**src/common/serial_config.svh**
```systemverilog
// Serial bit timing and register address macros
`ifndef SERIAL_CONFIG_SVH
`define SERIAL_CONFIG_SVH

// Clocks per serial bit, 12 MHz at about 115200 baud
`define SERIAL_CLKS_PER_BIT 104

// Register map
`define SERIAL_ADDR_LED  32'h0200_0000
`define SERIAL_ADDR_DATA 32'h0200_0004

`endif
```
**src/common/serial_pkg.sv**
```systemverilog
// Package with bus and serial vector types and FSM state enums
`default_nettype none

package serial_pkg;

	// Bus fields
	typedef logic [31:0] word_t;
	typedef logic [31:0] addr_t;
	typedef logic [3:0] strb_t;

	// Serial payload and board outputs
	typedef logic [7:0] byte_t;
	typedef logic [4:0] led_t;

	// Counts clocks inside one bit period
	typedef logic [7:0] bit_cnt_t;

	typedef enum logic [1:0] {
		rx_idle,
		rx_start,
		rx_data,
		rx_stop
	} rx_state_t;

	typedef enum logic {
		tx_idle,
		tx_shift
	} tx_state_t;

endpackage

`default_nettype wire

```
**src/logic/serial_io_top.sv**
```systemverilog
// Top level with register block, receiver, receive buffer and transmitter
`timescale 1ns/10ps
`default_nettype none

module serial_io_top import serial_pkg::*; (
	input wire logic clk,
	input wire logic resetn,
	input wire logic mem_valid,
	input wire addr_t mem_addr,
	input wire word_t mem_wdata,
	input wire strb_t mem_wstrb,
	output logic mem_ready,
	output word_t mem_rdata,
	input wire logic rx,
	output logic tx,
	output led_t leds,
	output logic bus_error
);

	logic regs_ready;
	word_t regs_rdata;
	logic uart_wr_valid;
	logic uart_rd_valid;
	byte_t uart_wr_data;
	logic byte_valid;
	byte_t byte_data;
	logic rd_ready;
	word_t rd_data;
	logic tx_ready;

	io_regs regs (
		.clk(clk),
		.resetn(resetn),
		.mem_valid(mem_valid),
		.mem_addr(mem_addr),
		.mem_wdata(mem_wdata),
		.mem_wstrb(mem_wstrb),
		.regs_ready(regs_ready),
		.regs_rdata(regs_rdata),
		.leds(leds),
		.bus_error(bus_error),
		.uart_wr_valid(uart_wr_valid),
		.uart_rd_valid(uart_rd_valid),
		.uart_wr_data(uart_wr_data)
	);

	uart_rx rx_unit (
		.clk(clk),
		.resetn(resetn),
		.rx(rx),
		.byte_valid(byte_valid),
		.byte_data(byte_data)
	);

	uart_rx_buffer rx_buf (
		.clk(clk),
		.resetn(resetn),
		.byte_valid(byte_valid),
		.byte_data(byte_data),
		.rd_valid(uart_rd_valid),
		.rd_ready(rd_ready),
		.rd_data(rd_data)
	);

	uart_tx tx_unit (
		.clk(clk),
		.resetn(resetn),
		.wr_valid(uart_wr_valid),
		.wr_data(uart_wr_data),
		.tx_ready(tx_ready),
		.tx(tx)
	);

	// Only one responder per access
	assign mem_ready = regs_ready | tx_ready | rd_ready;
	assign mem_rdata = rd_ready ? rd_data : regs_rdata;

endmodule

`default_nettype wire

```
**src/logic/io_regs.sv**
```systemverilog
// Address decode, LED register, sticky bus error and serial strobes
`timescale 1ns/10ps
`default_nettype none

`include "serial_config.svh"

module io_regs import serial_pkg::*; (
	input wire logic clk,
	input wire logic resetn,
	input wire logic mem_valid,
	input wire addr_t mem_addr,
	input wire word_t mem_wdata,
	input wire strb_t mem_wstrb,
	output logic regs_ready,
	output word_t regs_rdata,
	output led_t leds,
	output logic bus_error,
	output logic uart_wr_valid,
	output logic uart_rd_valid,
	output byte_t uart_wr_data
);

	logic addr_led;
	logic addr_data;
	logic access;
	logic is_write;
	logic led_hit;

	assign addr_led = mem_addr == `SERIAL_ADDR_LED;
	assign addr_data = mem_addr == `SERIAL_ADDR_DATA;
	assign is_write = |mem_wstrb;

	// Nothing passes once the error is set
	assign access = mem_valid && !bus_error;
	assign led_hit = access && !regs_ready && addr_led;

	// Serial register is served by the UART blocks
	assign uart_wr_valid = access && addr_data && is_write;
	assign uart_rd_valid = access && addr_data && !is_write;
	assign uart_wr_data = mem_wdata[7:0];

	always_ff @(posedge clk) begin
		if (!resetn) begin
			regs_ready <= 1'b0;
			bus_error <= 1'b0;
			leds <= '0;
		end else begin
			regs_ready <= 1'b0;
			if (led_hit) begin
				regs_ready <= 1'b1;
				if (mem_wstrb[0])
					leds <= mem_wdata[4:0];
			end else if (access && !regs_ready && !addr_data) begin
				// unmapped, stays set until reset
				bus_error <= 1'b1;
			end
		end
	end

	// Read returns the value before any write in the same access
	always_ff @(posedge clk) begin
		if (led_hit)
			regs_rdata <= word_t'(leds);
	end

endmodule

`default_nettype wire

```
**src/uart/uart_tx.sv**
```systemverilog
// Serial transmitter with bit-period divider and frame shift register
`timescale 1ns/10ps
`default_nettype none

`include "serial_config.svh"

module uart_tx import serial_pkg::*; (
	input wire logic clk,
	input wire logic resetn,
	input wire logic wr_valid,
	input wire byte_t wr_data,
	output logic tx_ready,
	output logic tx
);

	localparam bit_cnt_t div_last = bit_cnt_t'(`SERIAL_CLKS_PER_BIT - 2);

	bit_cnt_t div_cnt;
	logic div_pre;
	logic div_pulse;
	tx_state_t state;
	logic [8:0] sreg;
	logic [3:0] remain;

	// Free running, one pulse per bit period
	assign div_pre = div_cnt == div_last;

	always_ff @(posedge clk) begin
		if (!resetn) begin
			div_cnt <= '0;
			div_pulse <= 1'b0;
		end else begin
			div_cnt <= div_pulse ? '0 : div_cnt + 1'b1;
			div_pulse <= div_pre;
		end
	end

	always_ff @(posedge clk) begin
		if (!resetn) begin
			state <= tx_idle;
			sreg <= '1;
			remain <= '0;
			tx_ready <= 1'b0;
		end else begin
			// Last clock of the stop bit
			tx_ready <= state == tx_shift && remain == 4'd1 && div_pre;
			if (div_pulse) begin
				case (state)
					tx_idle: begin
						if (wr_valid && !tx_ready) begin
							sreg <= {wr_data, 1'b0};
							remain <= 4'd10;
							state <= tx_shift;
						end
					end
					tx_shift: begin
						sreg <= {1'b1, sreg[8:1]};
						remain <= remain - 1'b1;
						if (remain == 4'd1)
							state <= tx_idle;
					end
					default: state <= tx_idle;
				endcase
			end
		end
	end

	assign tx = sreg[0];

endmodule

`default_nettype wire

```
**src/uart/uart_rx_buffer.sv**
```systemverilog
// Four-byte receive buffer with byte packing and bus pop
`timescale 1ns/10ps
`default_nettype none

module uart_rx_buffer import serial_pkg::*; (
	input wire logic clk,
	input wire logic resetn,
	input wire logic byte_valid,
	input wire byte_t byte_data,
	input wire logic rd_valid,
	output logic rd_ready,
	output word_t rd_data
);

	word_t rbuf;
	logic [3:0] fill;
	logic pop;

	// An arriving byte wins over a read in the same cycle
	assign pop = rd_valid && !rd_ready && !byte_valid;

	always_ff @(posedge clk) begin
		if (!resetn) begin
			fill <= '0;
			rd_ready <= 1'b0;
		end else begin
			rd_ready <= 1'b0;
			if (byte_valid) begin
				fill <= {fill[2:0], 1'b1};
			end else if (pop) begin
				fill <= fill >> 1;
				rd_ready <= 1'b1;
			end
		end
	end

	always_ff @(posedge clk) begin
		if (byte_valid) begin
			// Lowest free lane, nothing is written when full
			case (fill)
				4'b0000: rbuf[7:0] <= byte_data;
				4'b0001: rbuf[15:8] <= byte_data;
				4'b0011: rbuf[23:16] <= byte_data;
				4'b0111: rbuf[31:24] <= byte_data;
				default: rbuf <= rbuf;
			endcase
		end else if (pop) begin
			rbuf <= rbuf >> 8;
			if (fill[0])
				rd_data <= word_t'(rbuf[7:0]);
			else
				rd_data <= '1;
		end
	end

endmodule

`default_nettype wire

```
**src/uart/uart_rx.sv**
```systemverilog
// Serial receiver with input synchronizer and bit-sampling FSM
`timescale 1ns/10ps
`default_nettype none

`include "serial_config.svh"

module uart_rx import serial_pkg::*; (
	input wire logic clk,
	input wire logic resetn,
	input wire logic rx,
	output logic byte_valid,
	output byte_t byte_data
);

	localparam bit_cnt_t half_bit = bit_cnt_t'(`SERIAL_CLKS_PER_BIT / 2 - 1);
	localparam bit_cnt_t full_bit = bit_cnt_t'(`SERIAL_CLKS_PER_BIT - 1);

	logic rx_meta;
	logic rx_sync;
	logic rx_last;
	rx_state_t state;
	bit_cnt_t cnt;
	logic [2:0] bit_idx;
	byte_t shift;

	// Line idles high, so the synchronizer resets to one
	always_ff @(posedge clk) begin
		if (!resetn) begin
			rx_meta <= 1'b1;
			rx_sync <= 1'b1;
			rx_last <= 1'b1;
		end else begin
			rx_meta <= rx;
			rx_sync <= rx_meta;
			rx_last <= rx_sync;
		end
	end

	always_ff @(posedge clk) begin
		if (!resetn) begin
			state <= rx_idle;
			cnt <= '0;
			bit_idx <= '0;
			byte_valid <= 1'b0;
		end else begin
			byte_valid <= 1'b0;
			if (cnt != '0)
				cnt <= cnt - 1'b1;
			case (state)
				rx_idle: begin
					if (rx_last && !rx_sync) begin
						cnt <= half_bit;
						state <= rx_start;
					end
				end
				rx_start: begin
					// Middle of the start bit, a high line here was a glitch
					if (cnt == '0) begin
						if (!rx_sync) begin
							cnt <= full_bit;
							bit_idx <= '0;
							state <= rx_data;
						end else begin
							state <= rx_idle;
						end
					end
				end
				rx_data: begin
					if (cnt == '0) begin
						cnt <= full_bit;
						bit_idx <= bit_idx + 1'b1;
						if (bit_idx == 3'd7)
							state <= rx_stop;
					end
				end
				rx_stop: begin
					// Frames with a low stop bit are discarded
					if (cnt == '0) begin
						byte_valid <= rx_sync;
						state <= rx_idle;
					end
				end
				default: state <= rx_idle;
			endcase
		end
	end

	// LSB first
	always_ff @(posedge clk) begin
		if (state == rx_data && cnt == '0)
			shift <= {rx_sync, shift[7:1]};
	end

	assign byte_data = shift;

endmodule

`default_nettype wire

```
**config.mk**
```make
export PLATFORM = sky130hd
export DESIGN_NAME = serial_io_top
export DESIGN_NICKNAME = d
export VERILOG_FILES = /design/src/common/serial_pkg.sv /design/src/logic/serial_io_top.sv /design/src/logic/io_regs.sv /design/src/uart/uart_tx.sv /design/src/uart/uart_rx_buffer.sv /design/src/uart/uart_rx.sv
export VERILOG_INCLUDE_DIRS = /design/src /design/src/common
export SDC_FILE = /design/constraint.sdc
export NUM_CORES = 1
export LEC_CHECK = 0
export BUFFER_PORTS_ARGS = -buffer_cell sky130_fd_sc_hd__buf_4
export CORE_AREA = 2 2 112 114
export DETAILED_ROUTE_END_ITERATION = 8
export DIE_AREA = 0 0 114 116
export PLACE_DENSITY = 0.59
export SETUP_SLACK_MARGIN = 0.2
export SLEW_MARGIN = 10
export SYNTH_ARGS = -nofsm -noshare
export SYNTH_HDL_FRONTEND = slang
export SYNTH_SLANG_ARGS = --single-unit
```
**constraint.sdc**
```tcl
create_clock -name clk -period 4.1 [get_ports clk]
set_clock_uncertainty 0.05 [all_clocks]
set_input_delay 0.205 -clock clk [delete_from_list [all_inputs] [get_ports clk]]
set_output_delay 0.205 -clock clk [all_outputs]
set_load 0.005 [all_outputs]
```
==> impl_metrics.prom, run 1 <==
# TYPE chip_impl_metric gauge
chip_impl_metric{name="die_height",unit="um"} 116
chip_impl_info{name="synthFlopType",value="edfxtp_1"} 1
chip_impl_metric{name="drv.max_cap_violation_count",unit=""} 0
chip_impl_metric{name="cts.sink_count",unit=""} 107
chip_impl_info{name="worstHoldStart",value="mem_valid"} 1
chip_impl_metric{name="multi_input_comb_area",unit="um^2"} 1720
chip_impl_metric{name="boundaryPins",unit=""} 112
chip_impl_metric{name="ys_warn_count",unit=""} 0
chip_impl_metric{name="synth_enable_flop_cells",unit=""} 54
chip_impl_metric{name="max_freq",unit="GHz"} 0.372
chip_impl_metric{name="grt_remaining_overflow",unit=""} 0
chip_impl_metric{name="min_tclk_post_route",unit="ns"} 2.69
chip_impl_metric{name="first_pass_iters",unit=""} 4
chip_impl_metric{name="synth_nets",unit=""} 514
chip_impl_info{name="clockRootBuffer",value="clkbuf_16"} 1
chip_impl_info{name="critical_path_class",value="reg2reg"} 1
chip_impl_metric{name="htree_num_levels",unit=""} 3
chip_impl_metric{name="cp.arrival",unit="ns"} 2.93
chip_impl_info{name="critical_path.startpoint",value="rx_unit.cnt[5]"} 1
chip_impl_metric{name="antenna_cells",unit=""} 0
chip_impl_metric{name="setup_ws",unit="ns"} 1.41
chip_impl_metric{name="yosys.cell_types.count",unit=""} 47
chip_impl_metric{name="first_global_vias",unit=""} 3213
chip_impl_metric{name="wirelength",unit="um"} 9340
chip_impl_metric{name="synth-seq-area-share",unit="%"} 56.8
chip_impl_metric{name="die_w",unit="um"} 114
chip_impl_metric{name="syn-mean-instance-area",unit="um^2"} 10.9
chip_impl_metric{name="layout.cells.non_filler",unit=""} 646
chip_impl_metric{name="routed_via_density",unit=""} 5.20
chip_impl_metric{name="syn_inst",unit=""} 434
chip_impl_metric{name="timing.max_slew.rel_slack",unit="%"} 34.5
chip_impl_metric{name="cts.repair_timing.setup_buffer_count",unit=""} 0
chip_impl_info{name="worst_setup_path_end_kind",value="register"} 1
chip_impl_metric{name="drt_iter0_drc",unit=""} 214
chip_impl_info{name="grt_setup_unrepaired",value="no"} 1
chip_impl_info{name="category_of_the_worst_setup_path_launch_point",value="register"} 1
chip_impl_metric{name="setup_slack_reg_to_reg",unit="ns"} 1.41
chip_impl_metric{name="die_area",unit="um^2"} 13200
chip_impl_metric{name="io_buffers",unit=""} 87
chip_impl_metric{name="grt_use_total",unit="%"} 14.3
chip_impl_metric{name="dp_cells",unit=""} 629
chip_impl_metric{name="grt_start_max_net_pins",unit=""} 33
chip_impl_info{name="run_status",value="completed"} 1
chip_impl_metric{name="postSynth.asyncResetShare",unit="%"} 0
chip_impl_metric{name="cts-buffers-inserted",unit=""} 9
chip_impl_metric{name="total_power_divided_by_cell_area",unit="nW/um^2"} 435
chip_impl_metric{name="place.detailed.hpwl",unit="um"} 6550
chip_impl_metric{name="fin_worst_hold_slack",unit="ns"} 0.0734
chip_impl_metric{name="placeableCoreArea",unit="um^2"} 11900
chip_impl_info{name="critical_path.reg2reg.startpoint",value="rx_unit.cnt[5]"} 1
chip_impl_metric{name="worstPathRequired",unit="ns"} 4.34
chip_impl_metric{name="worst-slew-pin-transition",unit="ns"} 0.981
chip_impl_metric{name="crit_fanout",unit=""} 10
chip_impl_metric{name="drc_errors",unit=""} 0
chip_impl_metric{name="max-vdd-ir-drop",unit="V"} 0.000174
chip_impl_metric{name="clk_latency",unit="ns"} 0.34
chip_impl_metric{name="layout_worst_path_cycle_share",unit="%"} 65.5
chip_impl_metric{name="initial_core_utilization",unit="%"} 39.7
chip_impl_metric{name="vias",unit=""} 3359
chip_impl_metric{name="clk_path_buf_depth",unit=""} 2
chip_impl_metric{name="routed_len_inst",unit="um"} 14.5
chip_impl_metric{name="ant_nets",unit=""} 0
chip_impl_metric{name="post_route_cells_drive_above_1_share",unit="%"} 23.8
chip_impl_metric{name="synthesized_cell_area",unit="um^2"} 4730
chip_impl_metric{name="seq_area",unit="um^2"} 2680
chip_impl_info{name="reg2reg_end",value="rx_unit.cnt[0]"} 1
chip_impl_metric{name="finalNetCount",unit=""} 574
chip_impl_metric{name="hold_violations",unit=""} 0
chip_impl_metric{name="gp_congestion",unit=""} 0.811
chip_impl_metric{name="reg2regPathDepth",unit=""} 7
chip_impl_metric{name="p_total",unit="uW"} 2470
chip_impl_metric{name="fill_cells",unit=""} 1080
chip_impl_metric{name="row_count",unit=""} 40
chip_impl_metric{name="path_clk_slew",unit="ns"} 0.07
chip_impl_metric{name="leakagePower",unit="uW"} 0.00213
chip_impl_metric{name="syn2layout_area_growth",unit="%"} 20.2
chip_impl_metric{name="grt_first_pass_wirelength",unit="um"} 15100
chip_impl_info{name="worstHoldEndpoint",value="regs.bus_error"} 1
chip_impl_metric{name="final.setup.tns",unit="ns"} 0
chip_impl_metric{name="finalSetupViolations",unit=""} 0
chip_impl_info{name="hold_class",value="in2reg"} 1
chip_impl_metric{name="whs_path_depth",unit=""} 3
chip_impl_metric{name="antenna_violations_before_repair",unit=""} 0
chip_impl_info{name="cts_tree",value="yes"} 1
chip_impl_metric{name="yosys_register_bits",unit=""} 107
chip_impl_metric{name="slew_violations",unit=""} 0
chip_impl_metric{name="detailedPlace.worstSlack",unit="ns"} 1.36
-- sequential cells by signal, indices dropped and copies added (netlist names), 3 cells and up, named ones only --
register / cells
rx_buf.rbuf: 32
rx_buf.rd_data: 9
tx_unit.sreg: 9
rx_unit.byte_data: 8
rx_unit.cnt: 8
tx_unit.div_cnt: 8
regs.leds: 5
regs.regs_rdata: 5
rx_buf.fill: 4
tx_unit.remain: 4
rx_unit.bit_idx: 3
-- routing by layer --
| metal | share of wire, % | vias up | GRT usage (%) |
|---|---|---|---|
| met5 | 0 | - | 0 |
| met4 | 1.3 | 0 | 4.63 |
| met3 | 5.5 | 11 | 3.24 |
| met2 | 47 | 93 | 25.1 |
| met1 | 46 | 1585 | 17.6 |
| li1 | - | 1670 | - |
-- cell families (layout without fill, tap and decap cells) --
group                    Yosys count  in the layout  share of synthesized area (%)
AO/OA/AOI/OAI                     78             78                           11.1
AND/OR/NAND/NOR                  150            150                           17.3
flip-flops                       107            107                           56.8
adder cells (fa/ha/maj)            8              8                           2.12
XOR/XNOR                          11             11                           2.04
multiplexers                      17             17                           3.76
buffers and inverters             63            128                           6.88
-- Yosys cell counts, drive strengths merged (13+ instances only) --
master   n  share of area, %
buf     25               3.8
nand2b  15               2.0
edfxtp  54                34
nor3    13               1.5
nor4    19               2.5
nand2   28               2.2
inv     22               1.8
dfxtp   53                22
clkbuf  16               1.3
nor2    28               2.2
a21oi   17               1.8
a21o    25               4.0
nand3   14               1.5
-- power breakdown --
group | leakage (uW) | internal [uW] | total [uW] | switching [uW]
sequential | 0.000859 | 1150 | 1190 | 43.5
clock | 0.000163 | 546 | 941 | 395
combinational | 0.00110 | 170 | 338 | 168
total | 0.00213 | 1860 | 2470 | 607
-- critical path, stage by stage, from the launching register on --
cell and delay, ns:
dfxtp_1 0.34, or4_4 0.56, nor4b_4 0.61, inv_4 0.14, ha_1 0.36, nor3b_2 0.06
a2111oi_2 0.34, o21a_1 0.18
-- cell usage in the layout (no fill, tap or decap), drive strengths merged, types with 4 or more instances in the layout --
cell type  synthesis  final
buf               25     89
inv               22     25
nor3              13     13
nand2             28     28
o31ai              4      4
mux2i             11     11
nor4b              4      4
nand2b            15     15
and2               7      7
a21o              25     25
clkbuf            16      9
mux2               6      6
ha                 8      8
a21oi             17     17
nor2              28     28
xnor2              6      6
o21ai              9      9
xor2               5      5
nor4              19     19
edfxtp            54     54
nand4              5      5
nand3             14     14
a31oi              9      9
dfxtp             53     53
o21a               5      5
-- area by class of cell --
| cell class | instances | area share, % |
|---|---|---|
| multi-input cells | 264 | 30.2 |
| repair buffers | 90 | 11.9 |
| inverters | 22 | 1.50 |
| well taps | 147 | 3.24 |
| clock buffers | 9 | 3.97 |
| flip-flops and latches | 107 | 47.2 |
| clock inverters | 7 | 1.87 |
-- timing repair --
item,CTS,global route
hold buffers,1,0
hold endpoints to repair,1,0
gates resized for setup,0,0
-- through the flow --
stage          util [%]  instance area, um^2
6_report           47.7                 5680
5_1_grt            47.7                 5680
4_1_cts            47.7                 5680
3_5_place_dp       44.8                 5340
3_3_place_gp       44.8                 5340
2_1_floorplan         -                 4730
-- worst max-delay path by stage --
stage	cells past startpoint	end	slack (ns)
floorplan	7	rx_unit.cnt[0]	1.69
CTS	7	rx_unit.cnt[0]	1.40
finish	7	rx_unit.cnt[0]	1.41
global placement	6	rx_buf.rbuf[14]	1.45
global route	7	rx_unit.cnt[0]	1.28
detailed placement	6	rx_buf.rbuf[30]	1.36
(Power assumes the default switching activity.)
==> inputs of run 2 (changes only) <==
--- a/config.mk
+++ b/config.mk
@@ -6,11 +6,12 @@
 export SDC_FILE = /design/constraint.sdc
 export NUM_CORES = 1
 export LEC_CHECK = 0
+export ABC_AREA = 1
 export BUFFER_PORTS_ARGS = -buffer_cell sky130_fd_sc_hd__buf_4
-export CORE_AREA = 2 2 112 114
+export CORE_AREA = 2 2 114 116
 export DETAILED_ROUTE_END_ITERATION = 8
-export DIE_AREA = 0 0 114 116
-export PLACE_DENSITY = 0.59
+export DIE_AREA = 0 0 116 118
+export PLACE_DENSITY = 0.61
 export SETUP_SLACK_MARGIN = 0.2
 export SLEW_MARGIN = 10
 export SYNTH_ARGS = -nofsm -noshare
==> constraint.sdc (replaced) <==
create_clock -name clk -period 2.4 [get_ports clk]
set_clock_uncertainty 0.05 [all_clocks]
set_input_delay 0.12 -clock clk [delete_from_list [all_inputs] [get_ports clk]]
set_output_delay 0.12 -clock clk [all_outputs]
set_load 0.005 [all_outputs]
==> impl_metrics.prom, run 2 <==
# TYPE chip_impl_metric gauge
chip_impl_metric{name="layout_worst_path_cycle_share",unit="%"} 82.5
chip_impl_metric{name="placeableCoreArea",unit="um^2"} 12400
chip_impl_metric{name="cp.arrival",unit="ns"} 2.16
chip_impl_metric{name="grt_first_pass_wirelength",unit="um"} 15200
chip_impl_info{name="critical_path_class",value="reg2reg"} 1
chip_impl_metric{name="global_route.usage.met2",unit="%"} 24.1
chip_impl_metric{name="syn2layout_area_growth",unit="%"} 20.8
chip_impl_info{name="netlist_top_cells_area",value="edfxtp_1 33%, dfxtp_1 22%, nand2_1 13%"} 1
chip_impl_info{name="cts_tree",value="yes"} 1
chip_impl_info{name="category_of_the_worst_setup_path_launch_point",value="register"} 1
chip_impl_metric{name="antenna_violations_before_repair",unit=""} 0
chip_impl_metric{name="antenna_cells",unit=""} 0
chip_impl_metric{name="timing.max_slew.rel_slack",unit="%"} 62.5
chip_impl_metric{name="part_of_the_total_power_dissipated_in_sequential_elements",unit="%"} 50.0
chip_impl_metric{name="synth_enable_flop_cells",unit=""} 54
chip_impl_metric{name="max_freq",unit="GHz"} 0.505
chip_impl_info{name="busiest_layer",value="met2"} 1
chip_impl_info{name="crit_path_cells",value="inv_1 > ha_1 > nand2_2 > nor3_4 > nand3b_4 > ha_1 > inv_1 > nand2_1 > o21ai_0 > a21oi_1"} 1
chip_impl_metric{name="gp_congestion",unit=""} 0.788
chip_impl_metric{name="p_total",unit="uW"} 4050
chip_impl_metric{name="power.combinational.fraction",unit="%"} 14.8
chip_impl_metric{name="io_buffers",unit=""} 87
chip_impl_info{name="synthTopCellsByCount",value="170 x nand2_1, 62 x nor2_1, 57 x inv_1, 54 x edfxtp_1, 53 x dfxtp_1"} 1
chip_impl_metric{name="clk_path_buf_depth",unit=""} 2
chip_impl_metric{name="dp_cells",unit=""} 799
chip_impl_metric{name="gr_util_met1",unit="%"} 16.2
chip_impl_metric{name="ant_nets",unit=""} 0
chip_impl_metric{name="worstPathRequired",unit="ns"} 2.58
chip_impl_metric{name="number_of_flip_flops_in_the_largest_register",unit=""} 32
chip_impl_metric{name="hold_violations",unit=""} 0
chip_impl_metric{name="crit_fanout",unit=""} 6
chip_impl_info{name="synth_most_common_cell",value="nand2_1"} 1
chip_impl_metric{name="final_area",unit="um^2"} 5920
chip_impl_info{name="cpMaxStageDelayCell",value="dfxtp_1"} 1
chip_impl_metric{name="path_clk_slew",unit="ns"} 0.07
chip_impl_info{name="hold_class",value="in2reg"} 1
chip_impl_info{name="clockRootBuffer",value="clkbuf_16"} 1
chip_impl_metric{name="routed_via_density",unit=""} 4.60
chip_impl_metric{name="die_height",unit="um"} 118
chip_impl_metric{name="fill_cells",unit=""} 1174
chip_impl_metric{name="leakagePower",unit="uW"} 0.00272
chip_impl_metric{name="seq_area",unit="um^2"} 2680
chip_impl_metric{name="yosys_register_bits",unit=""} 107
chip_impl_info{name="grt_setup_unrepaired",value="no"} 1
chip_impl_metric{name="first_global_vias",unit=""} 3499
chip_impl_metric{name="wirelength",unit="um"} 9150
chip_impl_metric{name="synth-seq-area-share",unit="%"} 54.7
chip_impl_info{name="reg_top3",value="rx_buf.rbuf x32, rx_buf.rd_data x9, tx_unit.sreg x9"} 1
chip_impl_info{name="worst_setup_path_end_kind",value="register"} 1
chip_impl_metric{name="boundaryPins",unit=""} 112
chip_impl_metric{name="post_dp_cell_area",unit="um^2"} 5550
chip_impl_metric{name="die_area",unit="um^2"} 13700
chip_impl_metric{name="syn-mean-instance-area",unit="um^2"} 8.63
chip_impl_info{name="family_with_the_most_delay_on_the_worst_path",value="simple AND/OR/NAND/NOR gates"} 1
chip_impl_metric{name="first_pass_iters",unit=""} 4
chip_impl_metric{name="intPower",unit="uW"} 2950
chip_impl_info{name="netlist.top_cell.by_area",value="edfxtp_1"} 1
chip_impl_metric{name="total_power_divided_by_cell_area",unit="nW/um^2"} 684
chip_impl_metric{name="min_tclk_post_route",unit="ns"} 1.98
chip_impl_metric{name="bufs_and_invs_on_worst_path",unit=""} 2
chip_impl_metric{name="vias",unit=""} 3784
chip_impl_metric{name="clk_latency",unit="ns"} 0.35
chip_impl_metric{name="critical-path-max-stage-delay",unit="ns"} 0.34
chip_impl_info{name="largest-register",value="rx_buf.rbuf"} 1
chip_impl_metric{name="max-vdd-ir-drop",unit="V"} 0.000292
chip_impl_metric{name="die_w",unit="um"} 116
chip_impl_metric{name="gr-usage-met3",unit="%"} 3.04
chip_impl_info{name="synthFlopType",value="edfxtp_1"} 1
chip_impl_metric{name="cts-buffers-inserted",unit=""} 9
chip_impl_metric{name="layout.cells.non_filler",unit=""} 822
chip_impl_info{name="final_common_cell",value="nand2_1"} 1
chip_impl_metric{name="drv.max_cap_violation_count",unit=""} 0
chip_impl_metric{name="routed_len_inst",unit="um"} 11.1
chip_impl_metric{name="place.detailed.hpwl",unit="um"} 6830
chip_impl_info{name="commonest_non_fill_non_tap_cells_in_the_layout",value="170 x nand2_1, 96 x buf_4, 62 x nor2_1"} 1
chip_impl_metric{name="initial_core_utilization",unit="%"} 39.5
chip_impl_metric{name="drc_errors",unit=""} 0
chip_impl_metric{name="synthesized_cell_area",unit="um^2"} 4900
chip_impl_metric{name="postSynth.asyncResetShare",unit="%"} 0
chip_impl_metric{name="ys_warn_count",unit=""} 0
chip_impl_metric{name="p_sw_share",unit="%"} 27.1
chip_impl_metric{name="clockPowerShare",unit="%"} 35.2
chip_impl_metric{name="synth_nets",unit=""} 648
chip_impl_metric{name="row_count",unit=""} 41
chip_impl_metric{name="yosys.cell_types.count",unit=""} 32
chip_impl_metric{name="finalNetCount",unit=""} 725
chip_impl_metric{name="total_switching_power",unit="uW"} 1100
chip_impl_metric{name="grt_use_total",unit="%"} 13.8
chip_impl_metric{name="grt_remaining_overflow",unit=""} 0
chip_impl_metric{name="final.setup.tns",unit="ns"} 0
chip_impl_metric{name="synth_largest_type_area_fraction",unit="%"} 33.1
chip_impl_metric{name="htree_num_levels",unit=""} 3
chip_impl_metric{name="grt_start_max_net_pins",unit=""} 27
chip_impl_metric{name="finalSetupViolations",unit=""} 0
chip_impl_metric{name="fin_util",unit="%"} 47.7
chip_impl_metric{name="slew_violations",unit=""} 0
chip_impl_metric{name="post_route_cells_drive_above_1_share",unit="%"} 20.6
chip_impl_metric{name="drt_iter0_drc",unit=""} 225
chip_impl_metric{name="cts.repair_timing.setup_buffer_count",unit=""} 0
chip_impl_metric{name="cts.sink_count",unit=""} 107
chip_impl_metric{name="multi_input_comb_area",unit="um^2"} 1720
chip_impl_metric{name="worst-slew-pin-transition",unit="ns"} 0.562
chip_impl_metric{name="syn_inst",unit=""} 568
chip_impl_info{name="run_status",value="completed"} 1
==> run 2: cell count changes in the layout (fill, tap and decap cells not counted), moves of 8 or more <==
cell / previous run / this run
nand3_1: 14 / 39
mux2i_1: 11 / 0
nor4_1: 19 / 2
inv_1: 21 / 57
a31oi_1: 9 / 1
nand2_1: 28 / 170
a21o_1: 25 / 0
nand2b_1: 15 / 0
nor2_1: 28 / 62
or2_2: 2 / 11
==> run 2: repair_timing <==
action / 4_1_cts / 5_1_grt
hold endpoints to repair: 7 / 0
hold buffers: 7 / 0
endpoints found under the setup margin: 0 / 1
gates resized for setup: 0 / 1
==> run 2: power groups by stage <==
stage          registers, uW  logic, uW  clock network [uW]
6_report                2020        599                1430
5_1_grt                 2030        694                1540
4_1_cts                 2020        590                1470
3_5_place_dp            2070        578                   0
3_3_place_gp            2060        551                   0
2_1_floorplan           2050        432                   0
==> run 2: metal layers <==
layer,vias to the layer above,share of wire (%)
met3,10,6.7
met1,1701,44
met2,123,48
met5,-,0
li1,1950,-
met4,0,1.6
==> run 2: path summary, 6_finish.rpt <==
check | from | slack, ns | end | depth (start not counted)
min | mem_wdata[6] | 0.01 | tx_unit.sreg[7] | 5
min reg2reg | rx_unit.rx_meta | 0.37 | rx_unit.rx_sync | 1
max | rx_unit.cnt[0] | 0.42 | rx_unit.cnt[0] | 10
max reg2reg | rx_unit.cnt[0] | 0.42 | rx_unit.cnt[0] | 10
==> run 2: worst register-to-register path, stage by stage, from the launching register on <==
cell	delay, ns
dfxtp_1	0.34
inv_1	0.07
ha_1	0.20
nand2_2	0.10
nor3_4	0.22
nand3b_4	0.16
ha_1	0.33
inv_1	0.08
nand2_1	0.06
o21ai_0	0.18
a21oi_1	0.08
==> run 2: layout make-up <==
cell class / instances / share of cell area [%]
well taps: 172 / 3.63
repair buffers: 103 / 13.4
inverters: 60 / 3.80
clock inverters: 7 / 1.14
multi-input cells: 364 / 29.0
clock buffers: 9 / 3.80
flip-flops and latches: 107 / 45.3
==> run 2: logic make-up (layout without fill, tap and decap cells) <==
logic type / count (synthesis) / count (layout) / synth area share [%]
and+or+nand+nor: 306 / 306 / 26.9
DFF: 107 / 107 / 54.7
buffers and inverters: 97 / 179 / 10.5
adders and majority gates: 8 / 8 / 2.04
xor gates and xnor gates: 6 / 6 / 1.07
AOI/OAI and AO/OA: 44 / 44 / 4.85
==> run 2: per-stage QoR <==
stage,setup slack (ns),hold slack [ns]
3_3_place_gp,0.435,0.260
6_report,0.420,0.0110
3_5_place_dp,0.320,0.261
2_1_floorplan,0.278,0.177
4_1_cts,0.312,0.00266
5_1_grt,0.234,0.0510
==> inputs of run 3 (changes only) <==
--- a/config.mk
+++ b/config.mk
@@ -11,7 +11,7 @@
 export CORE_AREA = 2 2 114 116
 export DETAILED_ROUTE_END_ITERATION = 8
 export DIE_AREA = 0 0 116 118
-export PLACE_DENSITY = 0.61
+export PLACE_DENSITY = 0.58
 export SETUP_SLACK_MARGIN = 0.2
 export SLEW_MARGIN = 10
 export SYNTH_ARGS = -nofsm -noshare
==> constraint.sdc (replaced) <==
create_clock -name clk -period 1.89 [get_ports clk]
set_clock_uncertainty 0.05 [all_clocks]
set_input_delay 0.0945 -clock clk [delete_from_list [all_inputs] [get_ports clk]]
set_output_delay 0.0945 -clock clk [all_outputs]
set_load 0.005 [all_outputs]
==> impl_metrics.prom, run 3 (synthesis gave the netlist of run 2 again) <==
# TYPE chip_impl_metric gauge
chip_impl_info{name="final_common_cell",value="nand2_1"} 1
chip_impl_metric{name="place.detailed.hpwl",unit="um"} 6870
chip_impl_metric{name="post_dp_cell_area",unit="um^2"} 5670
chip_impl_metric{name="htree_num_levels",unit=""} 3
chip_impl_info{name="reg2reg_end",value="rx_unit.cnt[0]"} 1
chip_impl_metric{name="setup_ws",unit="ns"} 0.214
chip_impl_metric{name="clk_path_buf_depth",unit=""} 2
chip_impl_info{name="critical_path.reg2reg.startpoint",value="rx_unit.cnt[0]"} 1
chip_impl_metric{name="max-vdd-ir-drop",unit="V"} 0.000625
chip_impl_info{name="worstHoldStart",value="resetn"} 1
chip_impl_metric{name="reg2regPathDepth",unit=""} 10
chip_impl_info{name="category_of_the_worst_setup_path_launch_point",value="register"} 1
chip_impl_metric{name="drv.max_cap_violation_count",unit=""} 0
chip_impl_metric{name="crit_fanout",unit=""} 4
chip_impl_info{name="worst_setup_path_end_kind",value="register"} 1
chip_impl_metric{name="timing.max_slew.rel_slack",unit="%"} 54.4
chip_impl_metric{name="initial_core_utilization",unit="%"} 39.5
chip_impl_info{name="clockRootBuffer",value="clkbuf_16"} 1
chip_impl_metric{name="vias",unit=""} 3889
chip_impl_info{name="cts_tree",value="yes"} 1
chip_impl_metric{name="drt_iter0_drc",unit=""} 159
chip_impl_metric{name="gp_congestion",unit=""} 0.760
chip_impl_metric{name="grt_use_total",unit="%"} 14.3
chip_impl_metric{name="die_height",unit="um"} 118
chip_impl_metric{name="cts.sink_count",unit=""} 107
chip_impl_metric{name="min_tclk_post_route",unit="ns"} 1.68
chip_impl_metric{name="row_count",unit=""} 41
chip_impl_metric{name="clk_latency",unit="ns"} 0.35
chip_impl_metric{name="fill_cells",unit=""} 1159
chip_impl_metric{name="cp.arrival",unit="ns"} 1.86
chip_impl_metric{name="slew_violations",unit=""} 0
chip_impl_metric{name="finalSetupViolations",unit=""} 0
chip_impl_info{name="worstHoldEndpoint",value="tx_unit.div_cnt[2]"} 1
chip_impl_metric{name="grt_remaining_overflow",unit=""} 0
chip_impl_metric{name="setup_slack_reg_to_reg",unit="ns"} 0.21
chip_impl_metric{name="placeableCoreArea",unit="um^2"} 12400
chip_impl_metric{name="grt_first_pass_wirelength",unit="um"} 15700
chip_impl_metric{name="syn2layout_area_growth",unit="%"} 28.1
chip_impl_info{name="commonest_non_fill_non_tap_cells_in_the_layout",value="166 x nand2_1, 115 x buf_4, 62 x nor2_1"} 1
chip_impl_metric{name="first_global_vias",unit=""} 3519
chip_impl_metric{name="path_clk_slew",unit="ns"} 0.07
chip_impl_metric{name="antenna_violations_before_repair",unit=""} 0
chip_impl_metric{name="grt_start_max_net_pins",unit=""} 26
chip_impl_metric{name="post_route_cells_drive_above_1_share",unit="%"} 25.6
chip_impl_metric{name="number_of_flip_flops_in_the_largest_register",unit=""} 32
chip_impl_metric{name="drc_errors",unit=""} 0
chip_impl_info{name="largest-register",value="rx_buf.rbuf"} 1
chip_impl_metric{name="io_buffers",unit=""} 87
chip_impl_metric{name="worstPathRequired",unit="ns"} 2.07
chip_impl_metric{name="fin_worst_hold_slack",unit="ns"} 0.0842
chip_impl_metric{name="worst-slew-pin-transition",unit="ns"} 0.681
chip_impl_metric{name="cts-buffers-inserted",unit=""} 9
chip_impl_info{name="hold_class",value="in2reg"} 1
chip_impl_metric{name="routed_via_density",unit=""} 4.59
chip_impl_metric{name="ant_nets",unit=""} 0
chip_impl_metric{name="finalNetCount",unit=""} 750
chip_impl_metric{name="total_power_divided_by_cell_area",unit="nW/um^2"} 890
chip_impl_info{name="reg_top3",value="rx_buf.rbuf x32, rx_buf.rd_data x9, tx_unit.sreg x9"} 1
chip_impl_metric{name="antenna_cells",unit=""} 0
chip_impl_metric{name="first_pass_iters",unit=""} 4
chip_impl_metric{name="boundaryPins",unit=""} 112
chip_impl_metric{name="seq_area",unit="um^2"} 2690
chip_impl_metric{name="wirelength",unit="um"} 9800
chip_impl_info{name="run_status",value="completed"} 1
chip_impl_metric{name="final_area",unit="um^2"} 6280
chip_impl_metric{name="detailedPlace.worstSlack",unit="ns"} -0.0310
chip_impl_info{name="critical_path_class",value="reg2reg"} 1
chip_impl_metric{name="max_freq",unit="GHz"} 0.597
chip_impl_metric{name="fin_util",unit="%"} 50.6
chip_impl_metric{name="layout_worst_path_cycle_share",unit="%"} 88.7
chip_impl_metric{name="hold_violations",unit=""} 0
chip_impl_metric{name="multi_input_comb_area",unit="um^2"} 1810
chip_impl_metric{name="leakagePower",unit="uW"} 0.00288
chip_impl_metric{name="die_w",unit="um"} 116
chip_impl_info{name="grt_setup_unrepaired",value="yes"} 1
chip_impl_metric{name="whs_path_depth",unit=""} 5
chip_impl_metric{name="die_area",unit="um^2"} 13700
chip_impl_metric{name="routed_len_inst",unit="um"} 11.6
==> run 3: how the worst max path moves through the flow <==
stage / start / endpoint / depth (start not counted)
after floorplan: rx_unit.byte_valid / rx_buf.rbuf[10] / 3
after CTS: rx_unit.cnt[0] / rx_unit.cnt[0] / 10
after detailed placement: rx_unit.byte_valid / rx_buf.rbuf[15] / 5
after global routing: rx_unit.cnt[0] / rx_unit.cnt[0] / 10
after global placement: rx_unit.byte_valid / rx_buf.rbuf[7] / 6
final: rx_unit.cnt[0] / rx_unit.cnt[0] / 10
==> run 3: per-stage QoR <==
| stage | instances | power (uW) | TNS, ns |
|---|---|---|---|
| floorplan | 568 | 3200 | 0 |
| global placement | 809 | 3380 | 0 |
| detailed placement | 809 | 3400 | -0.703 |
| CTS | 841 | 5540 | 0 |
| global route | 847 | 5860 | 0 |
| finish | 847 | 5590 | 0 |
==> run 3: layout make-up <==
cell class	count	share of cell area, %
Tap cell	172	3.43
Clock inverter	7	1.43
Clock buffer	9	3.58
Timing Repair Buffer	127	16.2
Sequential cell	107	42.8
Timing Repair inverter	1	0.119
Multi-Input combinational cell	364	28.8
Inverter	60	3.68
==> run 3: critical path, cell delays in order, from the launching register on <==
cell and delay, ns:
dfxtp_4 0.35, inv_2 0.06, ha_4 0.14, nand2_4 0.05, nor3_4 0.20, nand3b_4 0.15
ha_4 0.23, inv_1 0.07, nand2_1 0.05, a31oi_1 0.13, a21oi_1 0.08
==> run 3: routing by layer <==
metal	share of wire (%)	wire length (um)	track usage, %
met4	1.6	159	5.51
met3	6.7	655	3.50
met1	45	4400	17.7
met2	47	4590	24.0
met5	0	0	0
==> run 3: power by group <==
group / switching [uW] / internal, uW / leakage [uW]
logic: 523 / 514 / 0.00185
registers: 82.1 / 2500 / 0.000875
clock network: 820 / 1160 / 0.000155
==> run 3: what timing repair did <==
item / in CTS / in global routing
hold buffers: 9 / 0
setup endpoints to repair: 79 / 66
hold endpoints to repair: 10 / 0
resized for setup: 15 / 11
setup buffers: 6 / 5
cloned: 1 / 1
pin swaps: 7 / 5
